### src/verilog/debug_pkg.sv
package debug_pkg;

    localparam int WORD_BITS      = 32;                        // UART frame and register width
    localparam int STOP_TICKS     = 16;                        // Baud ticks per bit
    localparam int BAUD_DIVISOR   = 4;                         // Clocks per baud tick
    localparam int FIFO_DEPTH     = 4;                         // Tx FIFO entries, also start credits
    localparam int REG_COUNT      = 8;
    localparam int REG_ADDR_BITS  = 3;
    localparam int INST_DEPTH     = 16;
    localparam int INST_ADDR_BITS = 4;
    localparam int TICK_BITS      = $clog2(STOP_TICKS);        // Wraps once per bit
    localparam int BIT_CNT_BITS   = $clog2(WORD_BITS);
    localparam int DIV_BITS       = $clog2(BAUD_DIVISOR);
    localparam int FIFO_ADDR_BITS = $clog2(FIFO_DEPTH);
    localparam int CREDIT_BITS    = $clog2(FIFO_DEPTH + 1);    // Holds 0 to FIFO_DEPTH
    localparam logic [CREDIT_BITS-1:0] CREDIT_INIT = FIFO_DEPTH[CREDIT_BITS-1:0];

    typedef enum logic [7:0] {
        CMD_LOAD     = 8'h01,                                  // arg = address, next word = instr
        CMD_RUN      = 8'h02,
        CMD_STEP     = 8'h03,
        CMD_READ_REG = 8'h04,                                  // arg = register number
        CMD_DUMP     = 8'h05,
        CMD_RESET    = 8'h06
    } debug_cmd_e;

    typedef struct packed {
        debug_cmd_e  cmd;
        logic [23:0] arg;
    } debug_cmd_t;

    typedef enum logic [5:0] {
        OP_ADD  = 6'h01,
        OP_ADDI = 6'h08,
        OP_HALT = 6'h3f
    } opcode_e;

    typedef struct packed {
        opcode_e                  opcode;
        logic [REG_ADDR_BITS-1:0] rd;
        logic [REG_ADDR_BITS-1:0] rs;
        logic [REG_ADDR_BITS-1:0] rt;
        logic [16:0]              spare;                       // Unused in R-type
    } r_type_t;

    typedef struct packed {
        opcode_e                  opcode;
        logic [REG_ADDR_BITS-1:0] rd;
        logic [REG_ADDR_BITS-1:0] rs;
        logic [3:0]               spare;
        logic [15:0]              imm;                         // Signed immediate
    } i_type_t;

    typedef union packed {
        r_type_t r;
        i_type_t i;
    } instr_u;

endpackage

### src/verilog/baud_rate_gen.sv
`timescale 1ns/100ps

module baud_rate_gen (
    input  logic i_clk,
    input  logic i_reset,
    output logic o_baud_tick                                   // One clock every BAUD_DIVISOR
);

    logic [debug_pkg::DIV_BITS-1:0] div_cnt;                   // Clocks since last tick

    assign o_baud_tick = (div_cnt == debug_pkg::BAUD_DIVISOR - 1);

    always_ff @(posedge i_clk) begin
        if (i_reset) begin
            div_cnt <= '0;
        end else if (o_baud_tick) begin
            div_cnt <= '0;                                     // Restart the period
        end else begin
            div_cnt <= div_cnt + 1'b1;
        end
    end

endmodule

### src/verilog/debug_unit.sv
`timescale 1ns/100ps

module debug_unit (
    input  logic                                 i_clk,
    input  logic                                 i_reset,
    input  logic                                 i_rx_done,
    input  logic [debug_pkg::WORD_BITS-1:0]      i_rx_data,
    input  logic                                 i_credit_return,
    input  logic [debug_pkg::WORD_BITS-1:0]      i_reg_data,
    input  logic                                 i_program_end,
    output logic                                 o_fifo_push,
    output logic [debug_pkg::WORD_BITS-1:0]      o_fifo_data,
    output logic                                 o_load_we,
    output logic [debug_pkg::INST_ADDR_BITS-1:0] o_load_addr,
    output logic [debug_pkg::WORD_BITS-1:0]      o_load_instr,
    output logic                                 o_advance,    // Clock enable for the core
    output logic                                 o_core_reset,
    output logic [debug_pkg::REG_ADDR_BITS-1:0]  o_reg_addr
);

    typedef enum logic [1:0] {DBG_IDLE, DBG_LOAD_WAIT, DBG_RUN, DBG_DUMP} dbg_state_e;

    dbg_state_e                          state;
    debug_pkg::debug_cmd_t               cmd;
    logic [debug_pkg::CREDIT_BITS-1:0]   credit_cnt;           // Free FIFO slots
    logic [debug_pkg::REG_ADDR_BITS-1:0] last_addr;            // Final register of a dump
    logic                                step_q;               // Single advance pulse
    logic                                new_cmd;

    assign cmd         = debug_pkg::debug_cmd_t'(i_rx_data);
    assign new_cmd     = (state == DBG_IDLE) && i_rx_done;
    assign o_fifo_push = (state == DBG_DUMP) && (credit_cnt != '0);  // Stall at zero credit
    assign o_fifo_data = i_reg_data;
    assign o_advance   = ((state == DBG_RUN) && !i_program_end) || step_q;

    always_ff @(posedge i_clk) begin
        if (i_reset) begin
            state        <= DBG_IDLE;
            credit_cnt   <= debug_pkg::CREDIT_INIT;
            step_q       <= 1'b0;
            o_load_we    <= 1'b0;
            o_core_reset <= 1'b0;
        end else begin
            step_q       <= 1'b0;
            o_load_we    <= 1'b0;
            o_core_reset <= 1'b0;
            case ({o_fifo_push, i_credit_return})
                2'b10:   credit_cnt <= credit_cnt - 1'b1;      // Push spends one
                2'b01:   credit_cnt <= credit_cnt + 1'b1;      // Word left the FIFO
                default: credit_cnt <= credit_cnt;
            endcase
            case (state)
                DBG_IDLE: if (i_rx_done) begin
                    case (cmd.cmd)
                        debug_pkg::CMD_LOAD:     state        <= DBG_LOAD_WAIT;
                        debug_pkg::CMD_RUN:      state        <= DBG_RUN;
                        debug_pkg::CMD_STEP:     step_q       <= 1'b1;
                        debug_pkg::CMD_READ_REG: state        <= DBG_DUMP;
                        debug_pkg::CMD_DUMP:     state        <= DBG_DUMP;
                        debug_pkg::CMD_RESET:    o_core_reset <= 1'b1;
                        default:                 state        <= DBG_IDLE;  // Ignore junk
                    endcase
                end
                DBG_LOAD_WAIT: if (i_rx_done) begin
                    o_load_we <= 1'b1;                         // Word is the instruction
                    state     <= DBG_IDLE;
                end
                DBG_RUN: if (i_program_end) state <= DBG_IDLE;
                DBG_DUMP: if (o_fifo_push && o_reg_addr == last_addr) state <= DBG_IDLE;
            endcase
        end
    end

    always_ff @(posedge i_clk) begin
        if (new_cmd && cmd.cmd == debug_pkg::CMD_LOAD) begin
            o_load_addr <= cmd.arg[debug_pkg::INST_ADDR_BITS-1:0];
        end
        if (state == DBG_LOAD_WAIT && i_rx_done) o_load_instr <= i_rx_data;
        if (new_cmd && cmd.cmd == debug_pkg::CMD_READ_REG) begin
            o_reg_addr <= cmd.arg[debug_pkg::REG_ADDR_BITS-1:0];
            last_addr  <= cmd.arg[debug_pkg::REG_ADDR_BITS-1:0];  // Dump of one
        end else if (new_cmd && cmd.cmd == debug_pkg::CMD_DUMP) begin
            o_reg_addr <= '0;
            last_addr  <= '1;                                  // Through the last register
        end else if (o_fifo_push) begin
            o_reg_addr <= o_reg_addr + 1'b1;
        end
    end

endmodule

### src/verilog/fifo_transmitter.sv
`timescale 1ns/100ps

module fifo_transmitter (
    input  logic                            i_clk,
    input  logic                            i_reset,
    input  logic                            i_push,
    input  logic [debug_pkg::WORD_BITS-1:0] i_push_data,
    input  logic                            i_pop,             // From tx done
    output logic                            o_tx_valid,        // Not empty
    output logic [debug_pkg::WORD_BITS-1:0] o_pop_data,
    output logic                            o_credit_return    // One credit per word sent
);

    logic [debug_pkg::WORD_BITS-1:0]      mem [debug_pkg::FIFO_DEPTH];
    logic [debug_pkg::FIFO_ADDR_BITS-1:0] wr_ptr;
    logic [debug_pkg::FIFO_ADDR_BITS-1:0] rd_ptr;
    logic [debug_pkg::CREDIT_BITS-1:0]    count;
    logic                                 do_push;
    logic                                 do_pop;

    assign do_push         = i_push && (count != debug_pkg::CREDIT_INIT);
    assign do_pop          = i_pop && o_tx_valid;
    assign o_tx_valid      = (count != '0);
    assign o_pop_data      = mem[rd_ptr];                      // Head of queue
    assign o_credit_return = do_pop;

    always_ff @(posedge i_clk) begin
        if (i_reset) begin
            wr_ptr <= '0;
            rd_ptr <= '0;
            count  <= '0;
        end else begin
            if (do_push) wr_ptr <= wr_ptr + 1'b1;              // Pointers wrap at depth
            if (do_pop) rd_ptr <= rd_ptr + 1'b1;
            case ({do_push, do_pop})
                2'b10:   count <= count + 1'b1;
                2'b01:   count <= count - 1'b1;
                default: count <= count;                       // Both or neither
            endcase
        end
    end

    always_ff @(posedge i_clk) begin
        if (do_push) mem[wr_ptr] <= i_push_data;
    end

endmodule

### src/verilog/pipeline.sv
`timescale 1ns/100ps

module pipeline (
    input  logic                                 i_clk,
    input  logic                                 i_reset,      // Clears program memory
    input  logic                                 i_core_reset, // Clears PC, latch, registers
    input  logic                                 i_advance,
    input  logic                                 i_load_we,
    input  logic [debug_pkg::INST_ADDR_BITS-1:0] i_load_addr,
    input  logic [debug_pkg::WORD_BITS-1:0]      i_load_instr,
    input  logic [debug_pkg::REG_ADDR_BITS-1:0]  i_reg_addr,
    output logic [debug_pkg::WORD_BITS-1:0]      o_reg_data,
    output logic                                 o_program_end
);

    logic [debug_pkg::WORD_BITS-1:0]      inst_mem [debug_pkg::INST_DEPTH];
    logic [debug_pkg::WORD_BITS-1:0]      regs [debug_pkg::REG_COUNT];
    logic [debug_pkg::INST_ADDR_BITS-1:0] pc;
    debug_pkg::instr_u                    if_id_instr;         // IF/ID latch
    logic                                 if_id_valid;
    logic                                 advance;
    logic                                 fetch_en;
    logic [debug_pkg::WORD_BITS-1:0]      src_a;
    logic [debug_pkg::WORD_BITS-1:0]      imm_ext;

    assign advance    = i_advance && !o_program_end;           // HALT freezes both stages
    assign fetch_en   = advance || !if_id_valid;               // Empty latch fills by itself
    assign src_a      = regs[if_id_instr.r.rs];                // rs shared by both views
    assign imm_ext    = {{16{if_id_instr.i.imm[15]}}, if_id_instr.i.imm};
    assign o_reg_data = regs[i_reg_addr];

    always_ff @(posedge i_clk) begin
        if (i_reset) begin
            for (int k = 0; k < debug_pkg::INST_DEPTH; k++) inst_mem[k] <= '0;
        end else if (i_load_we) begin
            inst_mem[i_load_addr] <= i_load_instr;
        end
    end

    // Fetch restarts the program from address 0 after a load
    always_ff @(posedge i_clk) begin
        if (i_core_reset || i_load_we) begin
            pc          <= '0;
            if_id_valid <= 1'b0;
        end else if (fetch_en) begin
            if_id_instr <= inst_mem[pc];
            if_id_valid <= 1'b1;
            pc          <= pc + 1'b1;
        end
    end

    // Execute
    always_ff @(posedge i_clk) begin
        if (i_core_reset) begin
            for (int k = 0; k < debug_pkg::REG_COUNT; k++) regs[k] <= '0;
            o_program_end <= 1'b0;
        end else if (advance && if_id_valid) begin
            case (if_id_instr.r.opcode)
                debug_pkg::OP_ADD: if (if_id_instr.r.rd != '0) begin
                    regs[if_id_instr.r.rd] <= src_a + regs[if_id_instr.r.rt];
                end
                debug_pkg::OP_ADDI: if (if_id_instr.i.rd != '0) begin
                    regs[if_id_instr.i.rd] <= src_a + imm_ext;  // r0 stays zero
                end
                debug_pkg::OP_HALT: o_program_end <= 1'b1;      // Sticky until core reset
                default: ;                                      // Other codes act as no-ops
            endcase
        end
    end

endmodule

### src/verilog/top_pipeline.sv
`timescale 1ns/100ps

module top_pipeline (
    input  logic i_clk,
    input  logic i_reset,
    input  logic i_rx,                                         // Serial in from host
    output logic o_tx                                          // Serial out to host
);

    logic                                 baud_tick;
    logic                                 rx_done;
    logic [debug_pkg::WORD_BITS-1:0]      rx_data;
    logic                                 fifo_push;
    logic [debug_pkg::WORD_BITS-1:0]      fifo_data;
    logic                                 credit_return;
    logic                                 tx_valid;
    logic [debug_pkg::WORD_BITS-1:0]      tx_data;
    logic                                 tx_done;
    logic                                 load_we;
    logic [debug_pkg::INST_ADDR_BITS-1:0] load_addr;
    logic [debug_pkg::WORD_BITS-1:0]      load_instr;
    logic                                 advance;
    logic                                 dbg_core_reset;
    logic                                 core_reset;
    logic [debug_pkg::REG_ADDR_BITS-1:0]  reg_addr;
    logic [debug_pkg::WORD_BITS-1:0]      reg_data;
    logic                                 program_end;

    assign core_reset = i_reset | dbg_core_reset;              // Debug can restart the core

    baud_rate_gen u_baud_rate_gen (
        .i_clk       (i_clk),
        .i_reset     (i_reset),
        .o_baud_tick (baud_tick)
    );

    uart_receiver u_uart_receiver (
        .i_clk       (i_clk),
        .i_reset     (i_reset),
        .i_rx        (i_rx),
        .i_baud_tick (baud_tick),
        .o_rx_done   (rx_done),
        .o_data      (rx_data)
    );

    fifo_transmitter u_fifo_transmitter (
        .i_clk           (i_clk),
        .i_reset         (i_reset),
        .i_push          (fifo_push),
        .i_push_data     (fifo_data),
        .i_pop           (tx_done),                            // Pop as the word is latched
        .o_tx_valid      (tx_valid),
        .o_pop_data      (tx_data),
        .o_credit_return (credit_return)
    );

    uart_transmitter u_uart_transmitter (
        .i_clk       (i_clk),
        .i_reset     (i_reset),
        .i_tx_valid  (tx_valid),
        .i_data      (tx_data),
        .i_baud_tick (baud_tick),
        .o_tx_done   (tx_done),
        .o_tx        (o_tx)
    );

    debug_unit u_debug_unit (
        .i_clk           (i_clk),
        .i_reset         (i_reset),
        .i_rx_done       (rx_done),
        .i_rx_data       (rx_data),
        .i_credit_return (credit_return),
        .i_reg_data      (reg_data),
        .i_program_end   (program_end),
        .o_fifo_push     (fifo_push),
        .o_fifo_data     (fifo_data),
        .o_load_we       (load_we),
        .o_load_addr     (load_addr),
        .o_load_instr    (load_instr),
        .o_advance       (advance),
        .o_core_reset    (dbg_core_reset),
        .o_reg_addr      (reg_addr)
    );

    pipeline u_pipeline (
        .i_clk         (i_clk),
        .i_reset       (i_reset),
        .i_core_reset  (core_reset),
        .i_advance     (advance),
        .i_load_we     (load_we),
        .i_load_addr   (load_addr),
        .i_load_instr  (load_instr),
        .i_reg_addr    (reg_addr),
        .o_reg_data    (reg_data),
        .o_program_end (program_end)
    );

endmodule

### src/verilog/uart_receiver.sv
`timescale 1ns/100ps

module uart_receiver (
    input  logic                            i_clk,
    input  logic                            i_reset,
    input  logic                            i_rx,              // Serial line, idle high
    input  logic                            i_baud_tick,       // 16 per bit
    output logic                            o_rx_done,         // One-cycle strobe per frame
    output logic [debug_pkg::WORD_BITS-1:0] o_data
);

    typedef enum logic [1:0] {RX_IDLE, RX_START, RX_DATA, RX_STOP} rx_state_e;

    rx_state_e                          state;
    logic [debug_pkg::TICK_BITS-1:0]    tick_cnt;              // Ticks into current bit
    logic [debug_pkg::BIT_CNT_BITS-1:0] bit_cnt;               // Data bits taken
    logic [debug_pkg::WORD_BITS-1:0]    shift_reg;
    logic                               sample;                // Mid-bit point of a data bit

    assign sample = (state == RX_DATA) && i_baud_tick &&
                    (tick_cnt == debug_pkg::STOP_TICKS - 1);
    assign o_data = shift_reg;

    always_ff @(posedge i_clk) begin
        o_rx_done <= 1'b0;
        if (i_reset) begin
            state    <= RX_IDLE;
            tick_cnt <= '0;
            bit_cnt  <= '0;
        end else begin
            case (state)
                RX_IDLE: begin
                    tick_cnt <= '0;
                    if (!i_rx) state <= RX_START;              // Falling edge of start bit
                end
                RX_START: if (i_baud_tick) begin
                    if (tick_cnt == debug_pkg::STOP_TICKS / 2 - 1) begin
                        tick_cnt <= '0;
                        bit_cnt  <= '0;
                        state    <= i_rx ? RX_IDLE : RX_DATA;  // Drop glitches
                    end else begin
                        tick_cnt <= tick_cnt + 1'b1;
                    end
                end
                RX_DATA: if (i_baud_tick) begin
                    tick_cnt <= tick_cnt + 1'b1;               // Wraps every 16 ticks
                    if (sample) begin
                        bit_cnt <= bit_cnt + 1'b1;
                        if (bit_cnt == debug_pkg::WORD_BITS - 1) state <= RX_STOP;
                    end
                end
                RX_STOP: if (i_baud_tick) begin
                    tick_cnt <= tick_cnt + 1'b1;
                    if (tick_cnt == debug_pkg::STOP_TICKS - 1) begin
                        state     <= RX_IDLE;                  // Middle of stop bit
                        o_rx_done <= 1'b1;
                    end
                end
            endcase
        end
    end

    always_ff @(posedge i_clk) begin
        if (sample) shift_reg <= {i_rx, shift_reg[debug_pkg::WORD_BITS-1:1]}; // LSB first
    end

endmodule

### src/verilog/uart_transmitter.sv
`timescale 1ns/100ps

module uart_transmitter (
    input  logic                            i_clk,
    input  logic                            i_reset,
    input  logic                            i_tx_valid,        // FIFO holds a word
    input  logic [debug_pkg::WORD_BITS-1:0] i_data,
    input  logic                            i_baud_tick,
    output logic                            o_tx_done,         // Word taken, pops the FIFO
    output logic                            o_tx
);

    typedef enum logic [1:0] {TX_IDLE, TX_START, TX_DATA, TX_STOP} tx_state_e;

    tx_state_e                          state;
    logic [debug_pkg::TICK_BITS-1:0]    tick_cnt;
    logic [debug_pkg::BIT_CNT_BITS-1:0] bit_cnt;
    logic [debug_pkg::WORD_BITS-1:0]    shift_reg;
    logic                               bit_end;               // Last tick of current bit

    assign bit_end   = i_baud_tick && (tick_cnt == debug_pkg::STOP_TICKS - 1);
    assign o_tx_done = (state == TX_IDLE) && i_tx_valid;
    assign o_tx      = (state == TX_START) ? 1'b0 :
                       (state == TX_DATA)  ? shift_reg[0] : 1'b1;  // Idle and stop are high

    always_ff @(posedge i_clk) begin
        if (i_reset) begin
            state    <= TX_IDLE;
            tick_cnt <= '0;
            bit_cnt  <= '0;
        end else begin
            if (state != TX_IDLE && i_baud_tick) tick_cnt <= tick_cnt + 1'b1;
            case (state)
                TX_IDLE: begin
                    tick_cnt <= '0;
                    if (i_tx_valid) state <= TX_START;
                end
                TX_START: if (bit_end) begin
                    bit_cnt <= '0;
                    state   <= TX_DATA;
                end
                TX_DATA: if (bit_end) begin
                    bit_cnt <= bit_cnt + 1'b1;
                    if (bit_cnt == debug_pkg::WORD_BITS - 1) state <= TX_STOP;
                end
                TX_STOP: if (bit_end) state <= TX_IDLE;
            endcase
        end
    end

    always_ff @(posedge i_clk) begin
        if (o_tx_done) begin
            shift_reg <= i_data;
        end else if (state == TX_DATA && bit_end) begin
            shift_reg <= shift_reg >> 1;                       // Next bit to the line
        end
    end

endmodule
### config.mk
export PLATFORM = sky130hd
export DESIGN_NAME = top_pipeline
export DESIGN_NICKNAME = d
export VERILOG_FILES = /design/src/verilog/debug_pkg.sv /design/src/verilog/baud_rate_gen.sv /design/src/verilog/debug_unit.sv /design/src/verilog/fifo_transmitter.sv /design/src/verilog/pipeline.sv /design/src/verilog/top_pipeline.sv /design/src/verilog/uart_receiver.sv /design/src/verilog/uart_transmitter.sv
export SDC_FILE = /design/constraint.sdc
export NUM_CORES = 2
export LEC_CHECK = 0
export ABC_AREA = 1
export CORE_ASPECT_RATIO = 0.6
export CORE_MARGIN = 8
export CORE_UTILIZATION = 35
export CTS_CLUSTER_SIZE = 30
export DETAILED_ROUTE_END_ITERATION = 16
export DONT_BUFFER_PORTS = 1
export PLACE_DENSITY = 0.57
export SKIP_LAST_GASP = 1
export SYNTH_ARGS = -nofsm -noshare
export SYNTH_HDL_FRONTEND = slang
export SYNTH_SLANG_ARGS = --single-unit
export TNS_END_PERCENT = 5
### constraint.sdc
create_clock -name i_clk -period 4.2 [get_ports i_clk]
set_clock_uncertainty 0.1 [all_clocks]
set_input_delay 0.42 -clock i_clk [delete_from_list [all_inputs] [get_ports i_clk]]
set_output_delay 0.42 -clock i_clk [all_outputs]
set_load 0.005 [all_outputs]
# Word-level counts from Yosys, hierarchy flattened
# Memories as Yosys holds them, arrays and structs flattened. A register that Yosys moved wholly into a read port is not among the register bits.
# Index checks and enable logic that the tools add are counted.
[totals] out_inout_bits=1 ff_bits=152 input_bits=3 n_memories=3 wordCells=232 ram_bits=896
[memory_table] name="u_pipeline.inst_mem" words=16 word_bits=32 read_ports=1 rd_clocked_by_memory_dff=1 wr=16 line="pipeline.sv:16" text="logic [debug_pkg::WORD_BITS-1:0] inst_mem [debug_pkg::INST_DEPTH];"
[memory_table] name="u_pipeline.regs" words=8 word_bits=32 read_ports=3 rd_clocked_by_memory_dff=1 wr=8 line="pipeline.sv:17" text="logic [debug_pkg::WORD_BITS-1:0] regs [debug_pkg::REG_COUNT];"
[memory_table] name="u_fifo_transmitter.mem" words=4 word_bits=32 read_ports=1 rd_clocked_by_memory_dff=1 wr=1 line="fifo_transmitter.sv:14" text="logic [debug_pkg::WORD_BITS-1:0] mem [debug_pkg::FIFO_DEPTH];"
[op_classes] reduce_logical=55 n_eq_ne=49 muxes=77 n_addsub=15 n_bitwise=8
[ops] op="$mux 32" count=5
[ops] op="$add 32x32->32" count=2
[ops] op="$reduce_or 32->1" count=2
[ops] op="$mux 2" count=20
[ops] op="$pmux 2 s4" count=4
[ops] op="$mux 5" count=6
[ops] op="$mux 1" count=26
[ops] op="$eq 8x3->1 const B" count=3
[ops] op="$ne 2x1->1 const B" count=12
[ops] op="$mux 3" count=7
[ops] op="$pmux 5 s2" count=2
[ops] op="$eq 2x2->1 const B" count=9
[ops] op="$logic_and 1x1->1" count=18
[ops] op="$eq 8x2->1 const B" count=2
[ops] op="$mux 4" count=4
[ops] op="$reduce_and 5->1" count=3
[ops] op="$ne 2x2->1 const B" count=7
[ops] op="$reduce_bool 2->1" count=7
[ops] op="$add 4x1->4 const B" count=3
[ops] op="$pmux 3 s2" count=2
[ops] op="$pmux 4 s3" count=1
[ops] op="$reduce_bool 3->1" count=4
[ops] op="$reduce_or 2->1" count=6
[ops] op="$add 5x1->5 const B" count=2
[ops] op="other kinds (22)" count=47

# Logic depth before layout (Yosys ltp)
[depth] ltp_word=11 ltp_mapped=26 ltp_nobuf=24

# Hierarchy
# From an unflattened synthesis, not the netlist that was laid out.
[hier_totals] cells_unflattened=5265 area_unflattened_um2=51833.5
[by_module_without_submodules] mod="pipeline" instances=1 area_each_um2=40566.4 seq_area_each_um2=23632.7 cells_per_inst=4319
[by_module_without_submodules] mod="fifo_transmitter" instances=1 area_each_um2=5258.8 seq_area_each_um2=4023.9 cells_per_inst=377
[by_module_without_submodules] mod="debug_unit" instances=1 area_each_um2=2238.4 seq_area_each_um2=1421.4 cells_per_inst=194
[by_module_without_submodules] mod="uart_transmitter" instances=1 area_each_um2=2020.7 seq_area_each_um2=1181.1 cells_per_inst=231
[by_module_without_submodules] mod="uart_receiver" instances=1 area_each_um2=1662.8 seq_area_each_um2=1201.2 cells_per_inst=132
[by_module_without_submodules] mod="baud_rate_gen" instances=1 area_each_um2=75.1 seq_area_each_um2=40.0 cells_per_inst=9
[by_module_without_submodules] mod="top_pipeline" instances=1 area_each_um2=11.3 seq_area_each_um2=0.0 cells_per_inst=3

# Worst setup path after synthesis
# No wires, ideal clock.
[synth_path] path_type="in2reg" from="input port i_reset" to="memory u_pipeline.regs[2][22] in the netlist's numbering, data pin" required_time_ns=3.834 path_slack_ns=0.188 cell_stages=21 t_arrival_ns=3.646 setup_ns=0.266 n_path_buf=3 path_cell_list="buf_2 -> nor2_2 -> nand2_1 -> nor2_1 -> nand2_1 -> clkbuf_1 -> clkbuf_1 -> a31oi_1 -> ha_1 -> inv_1 -> fa_1 -> o21ai_0 -> nand2_1 -> nand2_1 -> nand2_1 -> nand2_1 -> nand2_1 -> nand2_1 -> nand2_1 -> nand2_1 -> nor2_1"
[synth_rtl] element="from (decl)" line="top_pipeline.sv:5" text="input logic i_reset,"
[synth_rtl] element="to (decl)" line="pipeline.sv:17"

==> impl_metrics.tcl <==
set metrics [dict create \
    crit_top_cell "nand2_1" \
    min_from "i_reset" \
    grt-ovfl-total 0 \
    area.growth.synth_to_final_pct 12.3 \
    ys_seq_area_frac 0.620 \
    firstDrtPassIters 6 \
    viasPerCell 5.56 \
    grt_max_degree 101 \
    fillers 14000 \
    dieWidth_um 508 \
    setup_viol 0 \
    tns_ns 0 \
    relSlewSlack 0.170 \
    postSynth.asyncResetShare 0 \
    cp_cell_sequence "inv_1 -> nand2_1 -> nand3_1 -> nor2_1 -> nand2_4 -> buf_12 -> nor2_1 -> a31oi_1 -> ha_1 -> nand2_1 -> nor2_1 -> nand3_1 -> nand2_1 -> nand2_1 -> nand2_1 -> nand2_1 -> nand2_1 -> nand3_1 -> nand2_2 -> nor2_1" \
    p_leak_nw 21.0 \
    fmax_ghz 0.255 \
    n_antenna_cell 0 \
    synth_edf_count 1016 \
    critPathSlowestCell "edfxtp_1" \
    startpoint "u_pipeline.if_id_instr[23]$_DFFE_PP_" \
    peakVddDrop_v 0.000329 \
    synthTopCellsByCount "nor2_1, edfxtp_1, o21ai_0" \
    pre_cts_ws_ns 0.205 \
    cts_buffers 105 \
    critPathMaxStageDelay_ns 0.46 \
    arrival_ns 4.24 \
    cp-end-kind "flop" \
    regMostFlops "u_pipeline.inst_mem" \
    cp.depth 20 \
    fin_crit_sh 0.932 \
    ctsRootBufferMaster "clkbuf_16" \
    track_usage 0.197 \
    clock-sinks 1067 \
    yosysTopAreaCellShare 0.600 \
    routabilityCongestion 0.972 \
    synthTopCellsByArea "edfxtp_1, nor2_1, o21ai_0, a21oi_1, nand2_1" \
    worstSkewPairLatency_ns 0.75 \
    clkSlewWorstSetupHoldPaths_ns 0.06 \
    cp_top_family "simple AND/OR/NAND/NOR gates" \
    top_regs "u_pipeline.inst_mem: 496 flops, u_pipeline.regs: 256 flops, u_fifo_transmitter.mem: 128 flops" \
    slew_viol_final 0 \
    period_minus_slack_ns 3.92 \
    via_count 39500 \
    wirelength_um 161000 \
    status "finished clean" \
    critPathMaxFanout 24 \
    grt_pass1_vias 36600 \
    cp.required_ns 4.52 \
    grt_pass1_wl_um 239000 \
    rows 108 \
    ys_seq_elements 1067 \
    dp_hpwl_um 99800 \
    yosys.area.top_type "edfxtp_1" \
    rr_worst_depth 20 \
    io_buffers 0 \
    drt-initial-drc-count 5779 \
    synthesis.area_um2 50900 \
    ios 4 \
    largest_reg_flops 496 \
    rsz0062_at_grt "no" \
    layout_setup_ws_ns 0.284 \
    cts_buffer_depth 3 \
    yosysMostFrequentCell "nor2_1" \
    finalHoldViolCount 0 \
    hp-class "primary input to flop" \
    max-cap-violations 0 \
    grt_antenna_before_repair 0 \
    ant_nets 0 \
    cts_tree "done" \
    setup.worst_path.class "flop to flop" \
    layout-drive-gt1-share 0.0747 \
    start_util 0.352 \
    design.core.area_um2 144000 \
    worst_pin_slew_ns 1.24 \
    hold_depth 4 \
    worst-path-buf-inv 2 \
    reg2reg_from "u_pipeline.if_id_instr[23]$_DFFE_PP_" \
    synth_cells 5167 \
    yosysWarnings 0 \
    wire_per_inst_um 22.7 \
    power_density_nw_per_um2 434 \
    start_kind "flop" \
    route.detailed.drc 0 \
    fp.dieH_um 311 \
    synth_cell_type_count 39 \
    synth-main-ff-cell "edfxtp_1" \
    cts_max_level 3 \
    fin_nets 5150 \
    synth.avg_cell_area_um2 9.84 \
    die_area_um2 158000 \
]
==> path summary, 6_finish.rpt <==
path | slack (ns) | to
hold / removal | 0.18 | u_debug_unit.state[1]$_SDFFE_PP0P_
setup reg to reg | 0.28 | u_pipeline.regs[7][31]$_SDFFCE_PN0P_
setup / recovery | 0.28 | u_pipeline.regs[7][31]$_SDFFCE_PN0P_
hold reg to reg | 0.32 | u_baud_rate_gen.div_cnt[0]$_SDFF_PP0_
==> where the power goes <==
part / leakage (nW) / switching, mW / total, mW / internal, mW
combinational: 9.14 / 2.16 / 3.05 / 0.891
clock: 1.68 / 4.29 / 9.55 / 5.27
sequential: 10.2 / 0.195 / 12.2 / 12.0
total: 21.0 / 6.64 / 24.8 / 18.2
==> worst reg2reg max path, cell delays in order, from the launching register on <==
cell	delay (ns)
edfxtp_1	0.46
inv_1	0.15
nand2_1	0.15
nand3_1	0.09
nor2_1	0.21
nand2_4	0.18
buf_12	0.21
nor2_1	0.12
a31oi_1	0.06
ha_1	0.42
nand2_1	0.14
nor2_1	0.10
nand3_1	0.11
nand2_1	0.15
nand2_1	0.07
nand2_1	0.19
nand2_1	0.09
nand2_1	0.21
nand3_1	0.13
nand2_2	0.19
nor2_1	0.07
==> what timing repair did <==
action / CTS / global route
setup buffers: 0 / 2
endpoints found under the hold margin: 24 / 0
setup endpoints to repair: 0 / 108
gates resized for setup: 0 / 8
hold buffers: 2 / 0
==> metal layers <==
metal | vias up | GRT usage | part of all wire
met1 | 19100 | 0.317 | 0.47
met2 | 2288 | 0.257 | 0.38
met5 | - | 0 | 0
met4 | 0 | 0.0436 | 0.021
met3 | 243 | 0.0512 | 0.13
li1 | 17900 | - | -
==> logic make-up (layout without fill, tap and decap cells) <==
family                     Yosys count  in the layout  synth area share
and+or+nand+nor                   1958           1958             0.153
AOI/OAI and AO/OA                 1260           1260             0.137
DFF                               1067           1067             0.620
buffers and inverters              703            687            0.0523
muxes                              101            101            0.0199
adders and majority gates           54             54            0.0137
xor gates and xnor gates            23             23           0.00396
other                                1             32         0.0000737
==> cells in the final DEF (no fill, tap or decap), types with 11 or more instances in the layout <==
master and instances:
dfxtp_1 45, edfxtp_1 1016, inv_1 314, nand2_2 27
buf_12 22, nor3_1 29, o32ai_1 17, nor2_1 1208
o221ai_1 101, o21ai_0 604, nand4_1 11, clkinv_2 23
clkbuf_1 24, clkinv_1 15, o211ai_1 27, xnor2_1 18
mux2i_1 101, buf_4 142, clkbuf_16 105, conb_1 32
ha_1 51, nand3_1 231, a31oi_1 79, a21oi_1 407
nand2_1 415
==> layout make-up <==
class	count	area, um^2	share of cell area
clock buffers	136	2810	0.0493
clock inverters	60	622	0.0109
inverters	325	1230	0.0215
multi-input cells	3428	17000	0.297
flip-flops and latches	1067	31500	0.552
well taps	1925	2410	0.0422
repair buffers	166	1530	0.0268
==> through the flow <==
stage / area [um^2] / power (mW) / hold WS, ns / utilization / instances
after global routing: 57100 / 25.7 / 0.219 / 0.395 / 7107
after global placement: 53600 / 15.3 / 0.302 / 0.371 / 6907
after detailed placement: 53600 / 15.4 / 0.306 / 0.371 / 6907
after CTS: 57100 / 24.9 / 0.127 / 0.395 / 7105
after floorplan: 51000 / 14.2 / 0.300 / - / 5198
final: 57100 / 24.8 / 0.177 / 0.395 / 7107
Power figures use the tool's default switching activity.
